File: src/posit_consts.svh
`ifndef POSIT_CONSTS_SVH
`define POSIT_CONSTS_SVH

// bits per posit word
`define POSIT_WIDTH 16

// exponent field bits
`define POSIT_ES 1

// regime count width, enough for the longest regime run
`define POSIT_RS ($clog2(`POSIT_WIDTH - 1))

// significand width with the hidden bit
`define POSIT_SIG_W (`POSIT_WIDTH - `POSIT_ES)

// product buffer entries, power of two
`define PROD_FIFO_DEPTH 4

`endif

File: src/posit_pkg.sv
`include "posit_consts.svh"

package posit_pkg;

  // one posit word
  typedef logic [`POSIT_WIDTH-1:0] posit_t;

  // one operand after decomposition
  typedef struct packed {
    logic                    sign;
    // regime sign, 1 for a run of ones
    logic                    rgs;
    // regime magnitude |k|
    logic [`POSIT_RS-1:0]    rgm;
    logic [`POSIT_ES-1:0]    exp;
    // left aligned, hidden bit on top
    logic [`POSIT_SIG_W-1:0] sig;
    logic                    zero;
    logic                    nar;
  } posit_fields_t;

  // scale seen as regime count over exponent bits
  typedef struct packed {
    logic signed [`POSIT_RS+1:0] rgm;
    logic [`POSIT_ES-1:0]        exp;
  } posit_scale_split_t;

  // same bits as one signed power of two, k * 2^es + e
  typedef union packed {
    logic signed [`POSIT_RS+`POSIT_ES+1:0] total;
    posit_scale_split_t                    split;
  } posit_scale_u;

  // intermediate product between producer and consumer
  typedef struct packed {
    logic                      sign;
    posit_scale_u              scale;
    logic [2*`POSIT_SIG_W-1:0] sig;
    logic                      zero;
    logic                      nar;
  } posit_prod_t;

endpackage

File: src/posit_decompose.sv
`include "posit_consts.svh"

module posit_decompose
  import posit_pkg::*;
(
  input  posit_t        i,
  output posit_fields_t fields
);

  // body is the word without its sign bit
  localparam int BW  = `POSIT_WIDTH - 1;
  localparam int RLW = `POSIT_RS + 1;

  logic           neg;
  posit_t         abs_i;
  logic [BW-1:0]  body;
  logic           run_bit;
  logic [RLW-1:0] run_len;
  logic           run_done;
  logic [RLW-1:0] k_mag;
  logic [BW-1:0]  rest;
  logic [BW-1:0]  frac;

  // ==========================================================================
  // sign handling and regime run
  // ==========================================================================

  assign neg   = i[`POSIT_WIDTH-1];
  // negative posits are decoded from their two's complement
  assign abs_i = neg ? -i : i;
  assign body  = abs_i[BW-1:0];

  // the first body bit decides the regime polarity
  assign run_bit = body[BW-1];

  // count identical leading bits from the top of the body
  always_comb begin
    run_len  = '0;
    run_done = 1'b0;
    for (int j = BW - 1; j >= 0; j--) begin
      if (!run_done && (body[j] == run_bit)) begin
        run_len = run_len + 1'b1;
      end else begin
        run_done = 1'b1;
      end
    end
  end

  // run of m ones means k = m - 1
  // run of m zeros means k = -m
  assign k_mag = run_bit ? (run_len - 1'b1) : run_len;

  // ==========================================================================
  // exponent and fraction
  // ==========================================================================

  // drop the run and its terminating bit
  assign rest = body << (run_len + 1'b1);
  // exponent bits cut off by a long regime read as zero
  assign frac = rest << `POSIT_ES;

  always_comb begin
    fields.sign = neg;
    fields.rgs  = run_bit;
    fields.rgm  = k_mag[`POSIT_RS-1:0];
    fields.exp  = rest[BW-1 -: `POSIT_ES];
    // hidden one above the fraction
    fields.sig  = {1'b1, frac[BW-1 -: `POSIT_SIG_W-1]};
    // all zeros
    fields.zero = ~|i;
    // sign bit alone
    fields.nar  = neg & ~|i[BW-1:0];
  end

endmodule

File: src/posit_product_stage.sv
`include "posit_consts.svh"

module posit_product_stage
  import posit_pkg::*;
(
  input  logic        clk,
  input  logic        rst_n,
  input  logic        in_valid,
  input  posit_t      a,
  input  posit_t      b,
  output logic        prod_valid,
  output posit_prod_t prod
);

  localparam int SCW = `POSIT_RS + 2;
  localparam int PW  = 2 * `POSIT_SIG_W;

  posit_fields_t         fa;
  posit_fields_t         fb;
  logic signed [SCW-1:0] ka;
  logic signed [SCW-1:0] kb;
  posit_scale_u          scale_a;
  posit_scale_u          scale_b;
  posit_scale_u          scale_sum;
  logic [PW-1:0]         sig_prod;

  // ==========================================================================
  // operand decomposition
  // ==========================================================================

  posit_decompose u_dec_a (
    .i      (a),
    .fields (fa)
  );

  posit_decompose u_dec_b (
    .i      (b),
    .fields (fb)
  );

  // ==========================================================================
  // scale and significand
  // ==========================================================================

  // signed regime count from polarity and magnitude
  assign ka = fa.rgs ? SCW'(fa.rgm) : -SCW'(fa.rgm);
  assign kb = fb.rgs ? SCW'(fb.rgm) : -SCW'(fb.rgm);

  // regime over exponent reads as one signed scale
  always_comb begin
    scale_a.split.rgm = ka;
    scale_a.split.exp = fa.exp;
    scale_b.split.rgm = kb;
    scale_b.split.exp = fb.exp;
  end

  // single adder for the combined scale
  assign scale_sum.total = scale_a.total + scale_b.total;

  // full width product, value in [1,4)
  assign sig_prod = fa.sig * fb.sig;

  // ==========================================================================
  // pipeline register
  // ==========================================================================

  always_ff @(posedge clk) begin
    if (!rst_n) begin
      prod_valid <= 1'b0;
    end else begin
      prod_valid <= in_valid;
    end
  end

  // record only moves when a pair arrives
  always_ff @(posedge clk) begin
    if (in_valid) begin
      prod.sign  <= fa.sign ^ fb.sign;
      prod.scale <= scale_sum;
      prod.sig   <= sig_prod;
      prod.zero  <= fa.zero | fb.zero;
      prod.nar   <= fa.nar | fb.nar;
    end
  end

endmodule

File: src/posit_product_fifo.sv
`include "posit_consts.svh"

module posit_product_fifo
  import posit_pkg::*;
(
  input  logic        clk,
  input  logic        rst_n,
  input  logic        push,
  input  posit_prod_t wdata,
  input  logic        pop,
  output posit_prod_t head,
  output logic        empty,
  output logic        full,
  output logic        overflow
);

  localparam int DEPTH = `PROD_FIFO_DEPTH;
  localparam int AW    = $clog2(DEPTH);

  posit_prod_t mem [DEPTH];
  // pointers carry one wrap bit above the address
  logic [AW:0] wptr;
  logic [AW:0] rptr;
  logic        wr_en;

  // ==========================================================================
  // status
  // ==========================================================================

  // a push into a full buffer is lost
  assign wr_en = push & ~full;

  assign empty = (wptr == rptr);
  // same address, opposite wrap bit
  assign full  = (wptr[AW] != rptr[AW]) && (wptr[AW-1:0] == rptr[AW-1:0]);

  // oldest entry always presented
  assign head = mem[rptr[AW-1:0]];

  // ==========================================================================
  // pointers and sticky overflow
  // ==========================================================================

  always_ff @(posedge clk) begin
    if (!rst_n) begin
      wptr     <= '0;
      rptr     <= '0;
      overflow <= 1'b0;
    end else begin
      if (wr_en) begin
        wptr <= wptr + 1'b1;
      end
      // consumer only pops when not empty
      if (pop) begin
        rptr <= rptr + 1'b1;
      end
      if (push && full) begin
        overflow <= 1'b1;
      end
    end
  end

  // storage
  always_ff @(posedge clk) begin
    if (wr_en) begin
      mem[wptr[AW-1:0]] <= wdata;
    end
  end

endmodule

File: src/posit_round_encode.sv
`include "posit_consts.svh"

module posit_round_encode
  import posit_pkg::*;
(
  input  logic        clk,
  input  logic        rst_n,
  input  posit_prod_t head,
  input  logic        empty,
  input  logic        out_hold,
  output logic        pop,
  output logic        out_valid,
  output posit_t      o,
  output logic        zero,
  output logic        nar
);

  localparam int BW  = `POSIT_WIDTH - 1;
  localparam int PW  = 2 * `POSIT_SIG_W;
  localparam int SCW = `POSIT_RS + 2;
  // run fill, terminator, exponent and fraction
  localparam int LW  = BW + PW + `POSIT_ES;

  logic                  carry;
  logic [PW-1:0]         prod_n;
  posit_scale_u          scale;
  logic signed [SCW-1:0] k;
  logic                  run_bit;
  logic [SCW-1:0]        run_len;
  logic [SCW-1:0]        sh;
  logic [LW-1:0]         ext;
  logic [BW-1:0]         body;
  logic                  guard;
  logic                  round_b;
  logic                  sticky;
  logic                  ulp;
  logic                  sat_hi;
  logic                  sat_lo;
  logic [BW-1:0]         mag;
  posit_t                word;
  posit_t                result;

  // drain whenever something is queued and the sink is ready
  assign pop = ~empty & ~out_hold;

  // ==========================================================================
  // normalise
  // ==========================================================================

  // two integer digits means the scale grows by one
  assign carry  = head.sig[PW-1];
  assign prod_n = carry ? head.sig : (head.sig << 1);
  assign scale.total = head.scale.total + carry;

  // ==========================================================================
  // pack regime, exponent and fraction
  // ==========================================================================

  assign k       = scale.split.rgm;
  // k >= 0 gives a run of ones
  assign run_bit = ~k[SCW-1];
  assign run_len = run_bit ? (k + 1'b1) : -k;
  assign sh      = SCW'(BW) - run_len;

  // beyond the longest regime the result clamps
  assign sat_hi = (k > (BW - 1));
  assign sat_lo = (k < -(BW - 1));

  // shifting left trims the fill down to the run length
  assign ext = {{BW{run_bit}}, ~run_bit, scale.split.exp, prod_n[PW-2:0]} << sh;

  assign body    = ext[LW-1 -: BW];
  assign guard   = ext[LW-BW-1];
  assign round_b = ext[LW-BW-2];
  assign sticky  = |ext[LW-BW-3:0];

  // ==========================================================================
  // round to nearest even
  // ==========================================================================

  // ties go to an even last bit
  // a full run of ones leaves a zero terminator as guard, so maxpos never rounds up
  assign ulp = guard & (round_b | sticky | body[0]);

  always_comb begin
    if (sat_hi) begin
      // maxpos
      mag = '1;
    end else if (sat_lo) begin
      // minpos, never zero
      mag = {{(BW-1){1'b0}}, 1'b1};
    end else begin
      mag = body + ulp;
    end
  end

  assign word = {1'b0, mag};

  // specials override, NaR first
  always_comb begin
    if (head.nar) begin
      result = {1'b1, {BW{1'b0}}};
    end else if (head.zero) begin
      result = '0;
    end else if (head.sign) begin
      result = -word;
    end else begin
      result = word;
    end
  end

  // ==========================================================================
  // output register
  // ==========================================================================

  always_ff @(posedge clk) begin
    if (!rst_n) begin
      out_valid <= 1'b0;
    end else begin
      out_valid <= pop;
    end
  end

  always_ff @(posedge clk) begin
    if (pop) begin
      o    <= result;
      zero <= head.zero & ~head.nar;
      nar  <= head.nar;
    end
  end

endmodule

File: src/posit_mul_unit.sv
`include "posit_consts.svh"

module posit_mul_unit
  import posit_pkg::*;
(
  input  logic   clk,
  input  logic   rst_n,
  input  logic   in_valid,
  input  posit_t a,
  input  posit_t b,
  input  logic   out_hold,
  output logic   out_valid,
  output posit_t o,
  output logic   zero,
  output logic   nar,
  output logic   full,
  output logic   overflow
);

  // producer to buffer
  logic        prod_valid;
  posit_prod_t prod;

  // buffer to consumer
  posit_prod_t head;
  logic        empty;
  logic        pop;

  // ==========================================================================
  // producer, buffer, consumer
  // ==========================================================================

  posit_product_stage u_product (
    .clk        (clk),
    .rst_n      (rst_n),
    .in_valid   (in_valid),
    .a          (a),
    .b          (b),
    .prod_valid (prod_valid),
    .prod       (prod)
  );

  posit_product_fifo u_fifo (
    .clk      (clk),
    .rst_n    (rst_n),
    .push     (prod_valid),
    .wdata    (prod),
    .pop      (pop),
    .head     (head),
    .empty    (empty),
    .full     (full),
    .overflow (overflow)
  );

  posit_round_encode u_encode (
    .clk       (clk),
    .rst_n     (rst_n),
    .head      (head),
    .empty     (empty),
    .out_hold  (out_hold),
    .pop       (pop),
    .out_valid (out_valid),
    .o         (o),
    .zero      (zero),
    .nar       (nar)
  );

endmodule

File: config.mk
export PLATFORM = sky130hd
export DESIGN_NAME = posit_mul_unit
export DESIGN_NICKNAME = d
export VERILOG_FILES = /design/src/posit_pkg.sv /design/src/posit_decompose.sv /design/src/posit_product_stage.sv /design/src/posit_product_fifo.sv /design/src/posit_round_encode.sv /design/src/posit_mul_unit.sv
export VERILOG_INCLUDE_DIRS = /design/src /design/src/src
export SDC_FILE = /design/constraint.sdc
export NUM_CORES = 1
export LEC_CHECK = 0
export BUFFER_PORTS_ARGS = -buffer_cell sky130_fd_sc_hd__buf_2
export CORE_MARGIN = 4
export CORE_UTILIZATION = 48
export CTS_CLUSTER_SIZE = 28
export DETAILED_ROUTE_END_ITERATION = 10
export SYNTH_ARGS = -nofsm -noshare
export SYNTH_HDL_FRONTEND = slang
export SYNTH_SLANG_ARGS = --single-unit
File: constraint.sdc
create_clock -name clk -period 20.8 [get_ports clk]
set_input_delay 2.08 -clock clk [delete_from_list [all_inputs] [get_ports clk]]
set_output_delay 2.08 -clock clk [all_outputs]
set_load 0.005 [all_outputs]
=== After elaboration in Yosys (flattened, before gate mapping) ===
Memories as Yosys holds them, arrays and structs flattened. A register that Yosys moved wholly into a read port is not among the register bits.
Index checks and enable logic that the tools add are counted.

* Add/sub/neg operators: 43
* Multiply operators: 1
* $lt $le $gt $ge: 2
* Equal/unequal tests: 31
* Shift-type cells: 3
* Multiplexer cells: 70
* Bitwise gates (word level): 16
* Reduce and logical (&&, ||, !) cells: 62

{| class="wikitable"
|+ Operators by type and width
! operator !! count
|-
| 5-bit by 1-bit adder with 5-bit output (second input constant) || 28
|-
| 5-bit two-way mux || 26
|-
| 15-bit two-way mux || 4
|-
| 46-bit by 6-bit << shifter with 46-bit output || 1
|-
| 16-bit two-way mux || 2
|-
| 16-bit OR reduction || 2
|-
| 15-bit by 15-bit multiplier with 30-bit output || 1
|-
| 15-bit negation || 2
|-
| 15-bit OR reduction || 2
|-
| 15-bit by 5-bit << shifter with 15-bit output || 2
|-
| 29-bit two-way mux || 1
|-
| 29-bit OR reduction || 1
|-
| 1-bit == test || 28
|-
| 1-bit logical AND || 28
|-
| 1-bit logical NOT || 28
|-
| 1-bit two-way mux || 28
|-
| 6-bit two-way mux || 3
|-
| 15-bit negation with 16-bit output || 1
|-
| 15-bit by 1-bit adder with 15-bit output || 1
|-
| 4-bit negation with 6-bit output || 2
|-
| 2-bit two-way mux || 4
|-
| 4-bit two-way mux || 2
|-
| 4-bit by 1-bit subtractor with 4-bit output (second input constant) || 2
|-
| 7-bit by 1-bit adder with 7-bit output || 1
|-
| other kinds (15) || 28
|}

* Flip-flop bits (word level): 67
* RAM bits: 160
* Input port bits: 36
* Logic and storage cells: 243
* Memories: 1

{| class="wikitable"
|+ Memories
! name !! depth !! width !! rd ports !! clocked after Yosys merged registers in !! write ports !! line !! text
|-
| u_fifo.mem || 4 || 40 || 1 || 1 || 1 || posit_product_fifo.sv:20 || <nowiki>posit_prod_t mem [DEPTH];</nowiki>
|}

=== Depth between registers and ports, before layout ===
* Depth after elaboration: 46
* Gate-level depth with buffers: 72

=== Hierarchy ===
From an unflattened synthesis, not the netlist that was laid out.

* Cell total of the unflattened synthesis: 2563
* Area total of the unflattened synthesis: 25534.5 um^2

{| class="wikitable"
|+ Modules (own cells, without submodules)
! module !! instances !! cells each !! area an instance (um^2)
|-
| posit_product_stage || 1 || 974 || 9272.6
|-
| posit_product_fifo || 1 || 267 || 6268.5
|-
| posit_decompose || 2 || 361 || 2598.7
|-
| posit_round_encode || 1 || 600 || 4795.8
|}

=== Worst setup path after synthesis ===
Ideal clock, no wire load.

* Path kind: in2reg
* Start: input port b[0]
* End: register, netlist name u_product.prod[30]
* Arrival time: 16685 ps
* Data required time: 20542 ps
* Slack: 3857 ps
* Stages on the path: 65
* Buffers on the path: 4
* Cell sequence: inv_1 ha_1 or3b_2 o41ai_1 xor2_1 nand2_1 or4_1 buf_2 and2_1 o31a_1 ha_1 mux2_2 ha_1 mux2_2 mux2_2 ha_1 nand2_1 nand2_1 [... 29 more ...] fa_1 inv_1 fa_1 inv_1 fa_1 inv_1 fa_1 inv_1 ha_1 nor2b_1 o21ai_0 a2111oi_0 nor2_1 a2111oi_0 o31ai_1 o2111ai_1 a21oi_1 xnor2_1

* Cells in the longest elaborated chain, start to end: 44
* Elaborated cells between the ends (all ways): 84
* Those cells by class: 15 x add/sub; 1 x mul; 14 x eq/ne; 1 x shift; 28 x mux; 25 x reduce/logical

{| class="wikitable"
|+ Ends and longest elaborated chain
! item !! line !! text
|-
| start, declared || posit_mul_unit.sv:10 || <nowiki>input posit_t b,</nowiki>
|-
| 15-bit negation || posit_decompose.sv:30 || <nowiki>assign abs_i = neg ? -i : i;</nowiki>
|-
| 15-bit two-way mux * || posit_decompose.sv:30 ||
|-
| branches (longest 40 deep; another with 5-bit by 1-bit adder with 5-bit output) || n/a ||
|-
| 15-bit by 5-bit << shifter with 15-bit output * || posit_decompose.sv:58 || <nowiki>assign rest = body << (run_len + 1'b1);</nowiki>
|-
| 15-bit by 15-bit multiplier with 30-bit output * || posit_product_stage.sv:61 || <nowiki>assign sig_prod = fa.sig * fb.sig;</nowiki>
|-
| net u_product.sig_prod[28] || posit_product_stage.sv:25 || <nowiki>logic [PW-1:0] sig_prod;</nowiki>
|}

Mark *: on every way through the listed nets, which the timed path passes.
A chain may end at the register's enable or synchronous reset.

=== Final worst setup path ===
* Start: input port b[0]
* End: register, netlist name u_product.prod[30]

* Cells in the longest elaborated chain, start to end: 44
* Elaborated cells between the ends (all ways): 84
* Those cells by class: 15 x add/sub; 1 x mul; 14 x eq/ne; 1 x shift; 28 x mux; 25 x reduce/logical

{| class="wikitable"
|+ Ends and longest elaborated chain
! item !! line
|-
| 15-bit negation || posit_decompose.sv:30
|-
| 15-bit two-way mux * || posit_decompose.sv:30
|-
| branches (longest 40 deep; another with 5-bit by 1-bit adder with 5-bit output) || n/a
|-
| 15-bit by 5-bit << shifter with 15-bit output * || posit_decompose.sv:58
|-
| 15-bit by 15-bit multiplier with 30-bit output * || posit_product_stage.sv:61
|-
| net u_product.sig_prod[28] || posit_product_stage.sv:25
|}

Marks and branches as above.

==> flow_summary.ini <==
[sta]
fin_crit_ps = 18440
fin_crit_sh_pct = 88.7
report.final.slew_viol_count = 0
timing.setup.tns_ps = 0
hold_viol = 0
rsz0062_at_grt = false
tightest_slew_ps = 1170
fin_skew_ps = 15.0
timing.fmax_mhz = 54.2
relSlewSlack_pct = 21.6
setup_viol = 0

[logic_synthesis]
yosysMostFrequentCell = inv_1
synthArstFlopShare_pct = 0
netlist_instances = 2571
synth-seq-cells = 229
synth_area_leader_cell = edfxtp_1
synth.distinct_cells = 123
yosys_warnings = 0
synth_edf_count = 218
synth_top_area_share_pct = 26.0
syn_nets = 2912
ys.flop_type = edfxtp_1
ys_seq_area_share_pct = 26.9
avgSynthCellArea_um2 = 9.78
netlist_top_cells_count = 256 x inv_1, 218 x edfxtp_1, 168 x fa_1
netlist_area_um2 = 25200
synthTopCellsByArea = edfxtp_1 26%, fa_1 13%, ha_1 6.8%, mux4_2 4.4%, mux2i_1 4.1%

[detailed_routing]
antenna_left = 0
wl_per_cell_um = 20.7
drtIter0Drc = 1554
wl_um = 67100
drc_errors = 0
dr.pass1.iters = 5
vias = 19800
avgViaCountPerCell = 6.11

[die]
initial_utilization_pct = 48.7
die_w_um = 237
rows = 83
chipHeight_um = 237
dieArea_um2 = 56100
core_um2 = 51600
io_pins = 57

[critical_path]
endpoint = u_product.prod[30]$_DFFE_PP_
reg2reg_to = u_encode.o[13]$_SDFFCE_PP0P_
crit_type = in -> reg
critPathMaxFanout = 16
startpoint = b[0]
crit_family = adder cells
path_buf_inv = 6
path_depth = 63
cp-end-kind = flip-flop
cp_common_cell = ha_1
critPathRequiredTime_ps = 21060
cpPeakStageDelay_ps = 830
startpoint_type = primary input
cp_slowest_cell = xor2_1
r2r_slack_ps = 11580
rr_worst_depth = 24
cp.arrival_ps = 18700

[grt]
grt_pass1_wl_um = 109000
antenna_found_initial = 0
grt_max_degree = 61
grt_usage_pct = 23.7
grt_pass1_vias = 20300
grt.overflow.total = 0

[final_layout]
antenna-diode-count = 0
drive_above_1_share_pct = 11.8
seq_area_um2 = 6770
multi_input_area_um2 = 16900
fillers = 4651
nNetsFinal = 2886
syn_to_final_growth_pct = 5.93

[cts]
htree_levels = 1
post_cts_buffers = 0
ctsHoldBuffers = 0
clock_latency_ps = 520
cts_buffers = 23
cts.clk_slew.worst_paths_ps = 60
cts.sinks = 229
clock_path_buffers = 3
cts.repair.resized = 0
cts_tree = yes
cts_root_buf = clkbuf_16

[flow_run]
drv_cap = 0

[worst_hold_path]
min_from = u_product.prod[34]$_DFFE_PP_
worstHoldPathType = reg -> reg
whs_path_depth = 0

[run_status]
status = complete, no violations

[place]
gp_congestion = 0.952
dpl.hpwl_um = 52000
numPortBuffers = 56
-- how the worst min path moves through the flow --
stage,end,slack [ps]
2_1_floorplan,u_fifo.mem[0][0]$_DFFE_PP_,460
3_3_place_gp,u_fifo.overflow$_SDFFE_PN0P_,470
3_5_place_dp,u_fifo.mem[2][0]$_DFFE_PP_,480
4_1_cts,u_fifo.mem[3][34]$_DFFE_PP_,490
5_1_grt,u_fifo.mem[2][0]$_DFFE_PP_,510
6_report,u_fifo.mem[3][34]$_DFFE_PP_,490
-- through the flow --
stage | cell area [um2] | worst slack [ps] | hold WS, ps | cells | utilization [%]
2_1_floorplan | 25200 | 3860 | 459 | 2571 | -
3_3_place_gp | 25900 | 2340 | 467 | 3200 | 50.2
3_5_place_dp | 25900 | 1890 | 481 | 3200 | 50.2
4_1_cts | 26600 | 2450 | 493 | 3242 | 51.6
5_1_grt | 26600 | 1220 | 513 | 3242 | 51.6
6_report | 26600 | 2360 | 493 | 3242 | 51.6
-- cell usage in the layout, fill, tap and decap left out, types with 32 or more instances in the layout --
cell / netlist / layout
or3_1: 32 / 32
buf_2: 53 / 56
xor2_1: 41 / 41
mux2i_1: 104 / 104
inv_1: 256 / 256
o21ai_0: 84 / 84
fa_1: 168 / 168
nand3_1: 139 / 139
a21oi_1: 109 / 108
edfxtp_1: 218 / 218
mux2_2: 48 / 48
mux4_2: 49 / 49
nand2_1: 147 / 147
xnor2_1: 91 / 91
nor2_1: 155 / 154
ha_1: 137 / 137
nor3_1: 142 / 142
-- per-layer routing --
metal	track usage, %	vias up	wire length (um)	part of all wire, %
met3	1.47	143	2760	4.1
met1	31.4	9802	28600	43
li1	-	9290	-	-
met5	0	-	0	0
met4	8.00	0	2300	3.4
met2	41.6	588	33500	50
-- logic make-up (layout without fill, tap and decap cells) --
kind of cell / count (synthesis) / in the layout / synth area share, %
xor gates and xnor gates: 149 / 149 / 5.97
adders and majority gates: 308 / 308 / 20.3
AOI/OAI and AO/OA: 477 / 477 / 13.3
DFF: 229 / 229 / 26.9
muxes: 203 / 203 / 10.8
buffers and inverters: 391 / 382 / 6.23
and+or+nand+nor: 814 / 814 / 16.5
-- sequential cells by signal, summed over array words and instances, names as in the netlist, named ones only --
signal                count
u_fifo.mem              160
u_product.prod           40
u_encode.o               16
u_fifo.rptr               3
u_fifo.wptr               3
u_encode.nar              1
u_encode.out_valid        1
u_encode.zero             1
u_fifo.overflow           1
u_product.prod_valid      1
-- final cells by class --
class | instances | share of cell area (%)
clock buffer | 27 | 2.22
clock inverter | 15 | 0.535
inverter | 260 | 3.66
multi-input combinational | 1951 | 63.3
sequential | 229 | 25.4
tap | 680 | 3.19
timing repair buffer | 80 | 1.73
Power is left out: the tool's default activity adds up to more than one toggle a clock period on the data nets, which glitch-free logic cannot reach.
